[config.mk]
export PLATFORM = sky130hd
export DESIGN_NAME = simd_alu_top
export DESIGN_NICKNAME = d
export VERILOG_FILES = /design/src/hw/arch_defs_pkg.sv /design/src/hw/bus_defs_pkg.sv /design/src/hw/alu.sv /design/src/hw/simd_issue.sv /design/src/hw/simd_writeback.sv /design/src/hw/simd_alu_top.sv
export SDC_FILE = /design/constraint.sdc
export NUM_CORES = 1
export LEC_CHECK = 0
export BUFFER_PORTS_ARGS = -buffer_cell sky130_fd_sc_hd__buf_2
export CORE_UTILIZATION = 28
export DETAILED_ROUTE_END_ITERATION = 8
export PLACE_DENSITY = 0.56
export SLEW_MARGIN = 10
export SYNTH_ARGS = -nofsm -noshare
export SYNTH_HDL_FRONTEND = slang
export SYNTH_SLANG_ARGS = --single-unit
[constraint.sdc]
create_clock -name clk -period 2.65 [get_ports clk]
set_input_delay 0.53 -clock clk [delete_from_list [all_inputs] [get_ports clk]]
set_output_delay 0.53 -clock clk [all_outputs]
set_load 0.02 [all_outputs]
[src/hw/arch_defs_pkg.sv]
package arch_defs_pkg;

    // width of one SIMD lane
    localparam int DATA_WIDTH = 8;

    // a 32-bit bus word carries at most four lanes
    localparam int MAX_LANES = 4;

    // vector register file r0..r3
    localparam int NUM_REGS = 4;
    localparam int REG_IDX_WIDTH = $clog2(NUM_REGS);

    typedef enum logic [1:0] {
        ALU_ADD = 2'b00,
        ALU_SUB = 2'b01,
        ALU_AND = 2'b10,
        ALU_OR  = 2'b11
    } alu_op_e;

    // zero sits in the top bit so lane k packs as zero, carry, negative
    typedef struct packed {
        logic zero;
        logic carry;
        logic negative;
    } alu_flags_t;

    // flag status word, one flag triple per possible lane
    localparam int STATUS_WIDTH = MAX_LANES * $bits(alu_flags_t);

    // register form, form bit is 0
    typedef struct packed {
        alu_op_e                  op;
        logic                     form;
        logic [REG_IDX_WIDTH-1:0] dst;
        logic [REG_IDX_WIDTH-1:0] src_a;
        logic [REG_IDX_WIDTH-1:0] src_b;
        logic [6:0]               spare;
    } instr_reg_t;

    // immediate form, form bit is 1, imm goes to every lane
    typedef struct packed {
        alu_op_e                  op;
        logic                     form;
        logic [REG_IDX_WIDTH-1:0] dst;
        logic [2:0]               spare;
        logic [DATA_WIDTH-1:0]    imm;
    } instr_imm_t;

    typedef union packed {
        instr_reg_t reg_form;
        instr_imm_t imm_form;
    } instr_u;

endpackage

[src/hw/bus_defs_pkg.sv]
package bus_defs_pkg;

    localparam int WB_DATA_WIDTH = 32;

    // word addresses, not byte addresses
    localparam int WB_ADDR_WIDTH = 3;

    // master to slave, Wishbone classic
    typedef struct packed {
        logic                     cyc;
        logic                     stb;
        logic                     we;
        logic [WB_ADDR_WIDTH-1:0] adr;
        logic [WB_DATA_WIDTH-1:0] dat;
    } wb_req_t;

    // slave to master
    typedef struct packed {
        logic                     ack;
        logic [WB_DATA_WIDTH-1:0] dat;
    } wb_rsp_t;

    // instruction word, write only
    localparam logic [WB_ADDR_WIDTH-1:0] ADDR_INSTR = 3'd0;

    // packed lane flags, read only
    localparam logic [WB_ADDR_WIDTH-1:0] ADDR_STATUS = 3'd1;

    // r0..r3 at 4..7
    localparam logic [WB_ADDR_WIDTH-1:0] ADDR_REG_BASE = 3'd4;

endpackage

[src/hw/alu.sv]
`timescale 1ns/10ps

module alu (
    input  logic                                  clk,
    input  logic                                  reset,
    input  logic [arch_defs_pkg::DATA_WIDTH-1:0]  in_one_i,
    input  logic [arch_defs_pkg::DATA_WIDTH-1:0]  in_two_i,
    input  arch_defs_pkg::alu_op_e                alu_op_i,
    output logic [arch_defs_pkg::DATA_WIDTH-1:0]  latched_result_o,
    output arch_defs_pkg::alu_flags_t             flags_o
);

    // extra top bit holds the carry out
    logic [arch_defs_pkg::DATA_WIDTH:0]   arith_sum;
    logic [arch_defs_pkg::DATA_WIDTH-1:0] logic_res;
    logic [arch_defs_pkg::DATA_WIDTH-1:0] result;
    logic                                 carry_out;

    always_comb begin
        arith_sum = '0;
        logic_res = '0;
        result    = '0;
        carry_out = 1'b0;

        case (alu_op_i)
            arch_defs_pkg::ALU_ADD: arith_sum = {1'b0, in_one_i} + {1'b0, in_two_i};
            // a - b as a + ~b + 1
            arch_defs_pkg::ALU_SUB: arith_sum = {1'b0, in_one_i} + {1'b0, ~in_two_i}
                                              + {{arch_defs_pkg::DATA_WIDTH{1'b0}}, 1'b1};
            arch_defs_pkg::ALU_AND: logic_res = in_one_i & in_two_i;
            arch_defs_pkg::ALU_OR:  logic_res = in_one_i | in_two_i;
            default: ;
        endcase

        if (alu_op_i == arch_defs_pkg::ALU_ADD || alu_op_i == arch_defs_pkg::ALU_SUB) begin
            // for sub, carry set means no borrow
            carry_out = arith_sum[arch_defs_pkg::DATA_WIDTH];
            result    = arith_sum[arch_defs_pkg::DATA_WIDTH-1:0];
        end else begin
            carry_out = 1'b0;
            result    = logic_res;
        end
    end

    // flags follow the current operands, result shows up a cycle later
    assign flags_o = '{
        zero:     (result == '0),
        carry:    carry_out,
        negative: result[arch_defs_pkg::DATA_WIDTH-1]
    };

    always_ff @(posedge clk) begin
        if (reset) begin
            latched_result_o <= '0;
        end else begin
            latched_result_o <= result;
        end
    end

endmodule

[src/hw/simd_issue.sv]
`timescale 1ns/10ps

module simd_issue #(
    parameter int NUM_LANES = 4
) (
    input  logic                                                clk,
    input  logic                                                reset,
    input  bus_defs_pkg::wb_req_t                               wb_req_i,
    output bus_defs_pkg::wb_rsp_t                               wb_rsp_o,
    input  logic [arch_defs_pkg::STATUS_WIDTH-1:0]              status_i,
    input  logic                                                wb_valid_i,
    input  logic [arch_defs_pkg::REG_IDX_WIDTH-1:0]             wb_dst_i,
    input  logic [NUM_LANES-1:0][arch_defs_pkg::DATA_WIDTH-1:0] wb_data_i,
    output logic                                                issue_valid_o,
    output logic [arch_defs_pkg::REG_IDX_WIDTH-1:0]             issue_dst_o,
    output arch_defs_pkg::alu_op_e                              issue_op_o,
    output logic [NUM_LANES-1:0][arch_defs_pkg::DATA_WIDTH-1:0] operand_a_o,
    output logic [NUM_LANES-1:0][arch_defs_pkg::DATA_WIDTH-1:0] operand_b_o
);

    localparam int VEC_WIDTH = NUM_LANES * arch_defs_pkg::DATA_WIDTH;
    localparam int INSTR_WIDTH = $bits(arch_defs_pkg::instr_u);

    logic [NUM_LANES-1:0][arch_defs_pkg::DATA_WIDTH-1:0] regs_q [arch_defs_pkg::NUM_REGS];

    logic                                     sample;
    logic                                     host_reg_we;
    logic                                     instr_we;
    logic [bus_defs_pkg::WB_ADDR_WIDTH-1:0]   req_off;
    logic [bus_defs_pkg::WB_ADDR_WIDTH-1:0]   rd_off;
    logic                                     ack_q;
    logic [bus_defs_pkg::WB_ADDR_WIDTH-1:0]   rd_addr_q;
    logic [bus_defs_pkg::WB_DATA_WIDTH-1:0]   rd_data;
    arch_defs_pkg::instr_u                    instr_q;
    logic                                     instr_pending_q;
    logic [NUM_LANES-1:0][arch_defs_pkg::DATA_WIDTH-1:0] op_a;
    logic [NUM_LANES-1:0][arch_defs_pkg::DATA_WIDTH-1:0] op_b;

    // no new sample while ack is out, so a held stb is not taken twice
    assign sample      = wb_req_i.cyc & wb_req_i.stb & ~ack_q;
    assign req_off     = wb_req_i.adr - bus_defs_pkg::ADDR_REG_BASE;
    assign host_reg_we = sample & wb_req_i.we & (wb_req_i.adr >= bus_defs_pkg::ADDR_REG_BASE);
    assign instr_we    = sample & wb_req_i.we & (wb_req_i.adr == bus_defs_pkg::ADDR_INSTR);

    always_ff @(posedge clk) begin
        if (reset) begin
            ack_q           <= 1'b0;
            rd_addr_q       <= '0;
            instr_pending_q <= 1'b0;
        end else begin
            ack_q           <= sample;
            instr_pending_q <= instr_we;
            if (sample) begin
                rd_addr_q <= wb_req_i.adr;
            end
        end
    end

    always_ff @(posedge clk) begin
        if (instr_we) begin
            instr_q <= wb_req_i.dat[INSTR_WIDTH-1:0];
        end
    end

    // write-back goes last so it wins over a host write to the same register
    always_ff @(posedge clk) begin
        if (reset) begin
            for (int i = 0; i < arch_defs_pkg::NUM_REGS; i++) begin
                regs_q[i] <= '0;
            end
        end else begin
            if (host_reg_we) begin
                regs_q[req_off[arch_defs_pkg::REG_IDX_WIDTH-1:0]] <= wb_req_i.dat[VEC_WIDTH-1:0];
            end
            if (wb_valid_i) begin
                regs_q[wb_dst_i] <= wb_data_i;
            end
        end
    end

    // form bit picks register sources or dst plus broadcast immediate
    always_comb begin
        if (instr_q.reg_form.form == 1'b0) begin
            op_a = regs_q[instr_q.reg_form.src_a];
            op_b = regs_q[instr_q.reg_form.src_b];
        end else begin
            op_a = regs_q[instr_q.imm_form.dst];
            op_b = {NUM_LANES{instr_q.imm_form.imm}};
        end
    end

    always_ff @(posedge clk) begin
        if (reset) begin
            issue_valid_o <= 1'b0;
            issue_dst_o   <= '0;
            issue_op_o    <= arch_defs_pkg::ALU_ADD;
            operand_a_o   <= '0;
            operand_b_o   <= '0;
        end else begin
            issue_valid_o <= instr_pending_q;
            if (instr_pending_q) begin
                issue_dst_o <= instr_q.reg_form.dst;
                issue_op_o  <= instr_q.reg_form.op;
                operand_a_o <= op_a;
                operand_b_o <= op_b;
            end
        end
    end

    // read data comes from the current state during the ack cycle
    assign rd_off = rd_addr_q - bus_defs_pkg::ADDR_REG_BASE;

    always_comb begin
        rd_data = '0;
        if (rd_addr_q == bus_defs_pkg::ADDR_STATUS) begin
            rd_data[arch_defs_pkg::STATUS_WIDTH-1:0] = status_i;
        end else if (rd_addr_q >= bus_defs_pkg::ADDR_REG_BASE) begin
            rd_data[VEC_WIDTH-1:0] = regs_q[rd_off[arch_defs_pkg::REG_IDX_WIDTH-1:0]];
        end
    end

    assign wb_rsp_o = '{ack: ack_q, dat: rd_data};

endmodule

[src/hw/simd_writeback.sv]
`timescale 1ns/10ps

module simd_writeback #(
    parameter int NUM_LANES = 4
) (
    input  logic                                                clk,
    input  logic                                                reset,
    input  logic                                                issue_valid_i,
    input  logic [arch_defs_pkg::REG_IDX_WIDTH-1:0]             issue_dst_i,
    input  logic [NUM_LANES-1:0][arch_defs_pkg::DATA_WIDTH-1:0] lane_result_i,
    input  arch_defs_pkg::alu_flags_t [NUM_LANES-1:0]           lane_flags_i,
    output logic                                                wb_valid_o,
    output logic [arch_defs_pkg::REG_IDX_WIDTH-1:0]             wb_dst_o,
    output logic [NUM_LANES-1:0][arch_defs_pkg::DATA_WIDTH-1:0] wb_data_o,
    output logic [arch_defs_pkg::STATUS_WIDTH-1:0]              status_o
);

    localparam int FLAGS_WIDTH = NUM_LANES * $bits(arch_defs_pkg::alu_flags_t);

    logic                                           valid_q;
    logic [arch_defs_pkg::REG_IDX_WIDTH-1:0]        dst_q;
    arch_defs_pkg::alu_flags_t [NUM_LANES-1:0]      flags_q;
    logic [arch_defs_pkg::STATUS_WIDTH-1:0]         status_q;
    logic [arch_defs_pkg::STATUS_WIDTH-1:0]         status_next;

    // same stage as the lanes' latched result
    always_ff @(posedge clk) begin
        if (reset) begin
            valid_q <= 1'b0;
        end else begin
            valid_q <= issue_valid_i;
        end
    end

    always_ff @(posedge clk) begin
        dst_q   <= issue_dst_i;
        flags_q <= lane_flags_i;
    end

    // lane k lands in bits [3k+2:3k], missing lanes read zero
    always_comb begin
        status_next = '0;
        status_next[FLAGS_WIDTH-1:0] = flags_q;
    end

    // status keeps the last instruction's flags
    always_ff @(posedge clk) begin
        if (reset) begin
            status_q <= '0;
        end else if (valid_q) begin
            status_q <= status_next;
        end
    end

    assign wb_valid_o = valid_q;
    assign wb_dst_o   = dst_q;
    assign wb_data_o  = lane_result_i;
    assign status_o   = status_q;

endmodule

[src/hw/simd_alu_top.sv]
`timescale 1ns/10ps

module simd_alu_top #(
    parameter int NUM_LANES = 4
) (
    input  logic                  clk,
    input  logic                  reset,
    input  bus_defs_pkg::wb_req_t wb_req_i,
    output bus_defs_pkg::wb_rsp_t wb_rsp_o
);

    logic                                                issue_valid;
    logic [arch_defs_pkg::REG_IDX_WIDTH-1:0]             issue_dst;
    arch_defs_pkg::alu_op_e                              issue_op;
    logic [NUM_LANES-1:0][arch_defs_pkg::DATA_WIDTH-1:0] operand_a;
    logic [NUM_LANES-1:0][arch_defs_pkg::DATA_WIDTH-1:0] operand_b;
    logic [NUM_LANES-1:0][arch_defs_pkg::DATA_WIDTH-1:0] lane_result;
    arch_defs_pkg::alu_flags_t [NUM_LANES-1:0]           lane_flags;
    logic                                                wb_valid;
    logic [arch_defs_pkg::REG_IDX_WIDTH-1:0]             wb_dst;
    logic [NUM_LANES-1:0][arch_defs_pkg::DATA_WIDTH-1:0] wb_data;
    logic [arch_defs_pkg::STATUS_WIDTH-1:0]              status;

    simd_issue #(
        .NUM_LANES(NUM_LANES)
    ) u_issue (
        .clk           (clk),
        .reset         (reset),
        .wb_req_i      (wb_req_i),
        .wb_rsp_o      (wb_rsp_o),
        .status_i      (status),
        .wb_valid_i    (wb_valid),
        .wb_dst_i      (wb_dst),
        .wb_data_i     (wb_data),
        .issue_valid_o (issue_valid),
        .issue_dst_o   (issue_dst),
        .issue_op_o    (issue_op),
        .operand_a_o   (operand_a),
        .operand_b_o   (operand_b)
    );

    // one lane per byte, all sharing the opcode
    for (genvar g = 0; g < NUM_LANES; g++) begin : g_lane
        alu u_alu (
            .clk              (clk),
            .reset            (reset),
            .in_one_i         (operand_a[g]),
            .in_two_i         (operand_b[g]),
            .alu_op_i         (issue_op),
            .latched_result_o (lane_result[g]),
            .flags_o          (lane_flags[g])
        );
    end

    simd_writeback #(
        .NUM_LANES(NUM_LANES)
    ) u_writeback (
        .clk           (clk),
        .reset         (reset),
        .issue_valid_i (issue_valid),
        .issue_dst_i   (issue_dst),
        .lane_result_i (lane_result),
        .lane_flags_i  (lane_flags),
        .wb_valid_o    (wb_valid),
        .wb_dst_o      (wb_dst),
        .wb_data_o     (wb_data),
        .status_o      (status)
    );

endmodule

==> reports/summary.md <==
The portion of total power attributed to the clock network came out at 44.2%. Clock-pin slew was measured on the worst setup and hold paths at 0.07 ns. H-tree level count: 1. The tools report the total chip power as 9.99 mW. The endpoint identified for the worst register-to-register timing path is u_writeback.flags_q[11]. For the worst setup path, the data arrival time is 2.12 ns. The run gives 0 as the post-route DRC violation count. Summed over all cells, the static leakage comes to 7.74 nW. The final reports fail on negative setup slack.

The number of buffers and inverters on the critical path is 2. The flow ran to the end, but the final reports show violations. The tools report the TritonCTS sink count as 285. Type of the most critical hold path: primary input to flip-flop.

The die is 258 µm wide. The floorplan has 93 rows. Traced cell by cell, the critical path runs through buf_12, mux4_2, a22o_1, buf_2.

When the netlist entered floorplanning its net count stood at 1,779. Yosys mapped a number of flops with a built-in enable equal to 144. The power per standard cell area is 472 nW/µm², and the via count normalized by instance count is 5.34.

The number of antenna violations at the first check in global routing was 0; the final cycle utilization of the critical path was 100%. Setup violations remaining at the end of the flow were counted as 2. The number of antenna cells inserted is 0, and the total of flip-flops plus latches after synthesis is 285. The routed design could run at a clock period as short as 2.65 ns. The count of filler cells inserted in the layout was 6,472. The pre-antenna-repair detailed-routing pass consisted of 6 iterations. The routed wire length per instance was 21.6 µm; the mean instance size in the synthesized netlist was 11.2 µm².

The first global-routing pass estimated 82.6 mm of wire. Area of the multi-input gates: 10,300 µm². During synthesis, Yosys emitted a total of 0 warnings.

The number of max-slew violations in the final report was 0; the internal cell power was 7.62 mW. Buffers placed on the I/O ports in this run total 72. Count of endpoints failing hold in the final timing report: 0. The stage delay of the slowest cell on the critical path works out to 0.53 ns. The final layout contains routed wiring with a total length of 55.0 mm. The die covers 66,500 µm². At the end of routability-driven placement, the weighted congestion stood at 0.842. The run gives 7160 µm² as the storage element area.

The run gives 1,169 as the detailed router's first-iteration violation count. 73 I/O pins were placed. After routing the design area is 21,200 µm². The worst setup path is launched from a flip-flop. The share of the Yosys chip area taken by registers is 39.0%. Counting flops with an async set or reset pin after synthesis yields a share of 0%. No sink is reached through more buffers than the 3 on the longest clock path.

STA classifies the critical path endpoint as a primary output. In this run the most critical hold path is launched from wb_req_i[13]. The final setup slack of the worst path is -0.00284 ns. The logs give 50.8% for the normalized max-slew margin and -0.00412 ns for the setup TNS. Detailed placement ended at an HPWL of 38.2 mm. Total routing usage reported by global routing: 16.2%.

Setup repair after global routing could not meet its margin everywhere. The number of cells on the worst hold path is 1, and the via total after detailed routing is 13,600. Global routing finished with a remaining overflow of 0.

Minimum setup slack among reg-to-reg paths: 0.16 ns. The worst setup path is of the flip-flop to primary output kind. For the cell area after placement, the log shows 20,000 µm². Counting every instance in the synthesized netlist gives 1,631.

Of the total power, the share spent switching nets is 23.8%. For the number of nets still failing antenna checks after routing, the log shows 0. The growth of design area from synthesis to finish came out at 15.4%. Across the VDD grid, the largest voltage drop is 0.365 mV.

Counting distinct cell types in the post-synthesis netlist gives 71. The netlist area before placement is 18,300 µm². Root buffer cell: sky130_fd_sc_hd__clkbuf_16. For hold timing, the worst endpoint is u_issue.instr_q[13].

The final layout contains 1,821 nets. The clock reaches the later pin of the worst-skew pair after 0.58 ns. The number of global-route vias before repair was 13,200; the sequential power share was 48.4%. At the pin with the least slew margin, the transition time is 0.739 ns. In the final layout, the share of cells above drive strength 1 is 22.2%.

For this run, the top clock speed supported by timing is 0.377 GHz. The worst register-to-register path begins at u_issue.operand_b_o[24]. Among all flip-flop cells after synthesis, the most frequent one is sky130_fd_sc_hd__edfxtp_1.

Data on the critical path is required at its endpoint by 2.12 ns. Max-cap violations in this run came to 0. TritonCTS built the clock tree. On the final layout, the worst clock skew is 0.0130 ns. The run gives 7.4% as the combinational share of power.

Number of CTS-inserted buffers: 29. The initial utilization of the core area, before any placement, comes to 28.4%. The largest net degree at the start of global routing was 75; the number of cells on the worst reg-to-reg path was 8.

For this design, the slowest cell found on the critical path is sky130_fd_sc_hd__mux4_2. The core region is 64,600 µm². The vertical die dimension was 258 µm. The cell family contributing the most delay on the critical path is multiplexers. Of all nets on the critical path, the largest fanout is 8. In this run the power spent charging and discharging nets is 2.38 mW.
## cell usage in the layout (no fill, tap or decap), types with 7 or more instances in the layout
| cell type | n |
|---|---|
| sky130_fd_sc_hd__xnor2_1 | 12 |
| sky130_fd_sc_hd__o21bai_1 | 8 |
| sky130_fd_sc_hd__ha_1 | 100 |
| sky130_fd_sc_hd__and2_4 | 8 |
| sky130_fd_sc_hd__nand2b_1 | 8 |
| sky130_fd_sc_hd__fa_1 | 8 |
| sky130_fd_sc_hd__dfxtp_1 | 134 |
| sky130_fd_sc_hd__a21oi_1 | 42 |
| sky130_fd_sc_hd__nor2b_1 | 25 |
| sky130_fd_sc_hd__mux2i_1 | 95 |
| sky130_fd_sc_hd__nand2_1 | 95 |
| sky130_fd_sc_hd__a211oi_1 | 75 |
| sky130_fd_sc_hd__inv_1 | 95 |
| sky130_fd_sc_hd__and3_1 | 7 |
| sky130_fd_sc_hd__clkbuf_16 | 29 |
| sky130_fd_sc_hd__nand3_1 | 12 |
| sky130_fd_sc_hd__a21o_1 | 8 |
| sky130_fd_sc_hd__buf_4 | 50 |
| sky130_fd_sc_hd__o21ai_0 | 64 |
| sky130_fd_sc_hd__and2_1 | 16 |
| sky130_fd_sc_hd__mux4_2 | 135 |
| sky130_fd_sc_hd__edfxtp_1 | 144 |
| sky130_fd_sc_hd__o211ai_1 | 11 |
| sky130_fd_sc_hd__mux2_2 | 7 |
| sky130_fd_sc_hd__buf_12 | 24 |
| sky130_fd_sc_hd__nor4_1 | 8 |
| sky130_fd_sc_hd__nor2_1 | 155 |
| sky130_fd_sc_hd__buf_2 | 59 |
| sky130_fd_sc_hd__a22o_1 | 108 |
| sky130_fd_sc_hd__nor3_1 | 10 |
| sky130_fd_sc_hd__buf_6 | 12 |
## metrics by stage
stage | utilization [%] | cells | hold WS [ns] | setup slack [ns]
6_report | 32.8 | 2551 | 0.210 | -0.00284
5_1_grt | 32.8 | 2551 | 0.191 | -0.0331
4_1_cts | 32.7 | 2552 | 0.188 | -0.0386
3_5_place_dp | 31.0 | 2494 | 0.344 | 0.107
3_3_place_gp | 31.0 | 2494 | 0.335 | 0.153
2_1_floorplan | - | 1631 | 0.330 | 0.0105
## logic make-up after synthesis
| kind of cell | synth area share [%] |
|---|---|
| AO/OA/AOI/OAI | 15.3 |
| XOR/XNOR | 0.716 |
| multiplexers | 22.3 |
| AND/OR/NAND/NOR | 9.77 |
| adder cells (fa/ha/maj) | 7.69 |
| flip-flops | 39.0 |
| buffers and inverters | 5.29 |
## sequential cells by signal (all words and copies together), names as in the netlist, 2 cells and up, named ones only
register                       cells
u_issue.regs_q                   128
g_lane.u_alu.latched_result_o     32
u_issue.operand_a_o               32
u_issue.operand_b_o               32
u_issue.instr_q                   16
u_writeback.flags_q               12
u_writeback.status_o              12
u_issue.rd_addr_q                  3
u_issue.issue_dst_o                2
u_issue.issue_op_o                 2
u_writeback.wb_dst_o               2
## Yosys cell counts, types with 11 or more instances
cell,count,area (µm²)
sky130_fd_sc_hd__nor2_1,157,589
sky130_fd_sc_hd__edfxtp_1,144,4320
sky130_fd_sc_hd__dfxtp_1,141,2820
sky130_fd_sc_hd__mux4_2,135,3040
sky130_fd_sc_hd__a22o_1,110,963
sky130_fd_sc_hd__ha_1,100,1250
sky130_fd_sc_hd__inv_1,95,357
sky130_fd_sc_hd__mux2i_1,95,951
sky130_fd_sc_hd__nand2_1,95,357
sky130_fd_sc_hd__a211oi_1,76,571
sky130_fd_sc_hd__clkbuf_1,69,259
sky130_fd_sc_hd__o21ai_0,64,320
sky130_fd_sc_hd__a21oi_1,42,210
sky130_fd_sc_hd__buf_2,34,170
sky130_fd_sc_hd__nor2b_1,25,156
sky130_fd_sc_hd__and2_1,24,150
sky130_fd_sc_hd__buf_4,16,120
sky130_fd_sc_hd__buf_1,13,48.8
sky130_fd_sc_hd__nand3_1,12,60.1
sky130_fd_sc_hd__xnor2_1,12,105
sky130_fd_sc_hd__nor3_1,11,55.1
sky130_fd_sc_hd__o211ai_1,11,82.6
## worst max path at each step
stage,slack (ns),startpoint,endpoint,cells past startpoint
2_1_floorplan,0.01,reset,u_issue.regs_q[1][0],5
3_5_place_dp,0.11,u_issue.operand_b_o[25],u_writeback.flags_q[11],8
4_1_cts,-0.04,flip-flop,wb_rsp_o[30],5
3_3_place_gp,0.15,u_issue.operand_b_o[25],u_writeback.flags_q[11],8
5_1_grt,-0.03,flip-flop,wb_rsp_o[8],4
6_report,-0.003,flip-flop,wb_rsp_o[7],4
## timing repair
item                                    CTS  global route
hold buffers                              0             0
endpoints found under the setup margin   27            20
setup buffers                             3             0
resized for setup                        21            18
pin swaps                                 5             2
cloned                                    1             0
## cell type report
type / count / area share [%]
Multi-Input combinational cell: 1117 / 48.6
Tap cell: 855 / 5.05
Timing Repair Buffer: 145 / 6.07
Clock inverter: 21 / 1.21
Inverter: 95 / 1.68
Sequential cell: 285 / 33.8
Clock buffer: 33 / 3.55
## power groups by stage
stage	registers, mW	logic, mW	clock network, mW
floorplan	4.89	0.456	0
global placement	4.92	0.710	0
detailed placement	4.93	0.716	0
CTS	4.84	0.737	4.49
global route	4.85	0.785	4.67
finish	4.84	0.738	4.42
## layer usage
| metal | global-route usage [%] | vias to the layer above | part of all wire (%) |
|---|---|---|---|
| met4 | 4.64 | 0 | 2.5 |
| li1 | - | 6237 | - |
| met2 | 28.0 | 504 | 49 |
| met5 | 0 | - | 0 |
| met3 | 2.44 | 84 | 6.9 |
| met1 | 20.8 | 6805 | 42 |
No activity file was read; power rests on OpenSTA's default activity.
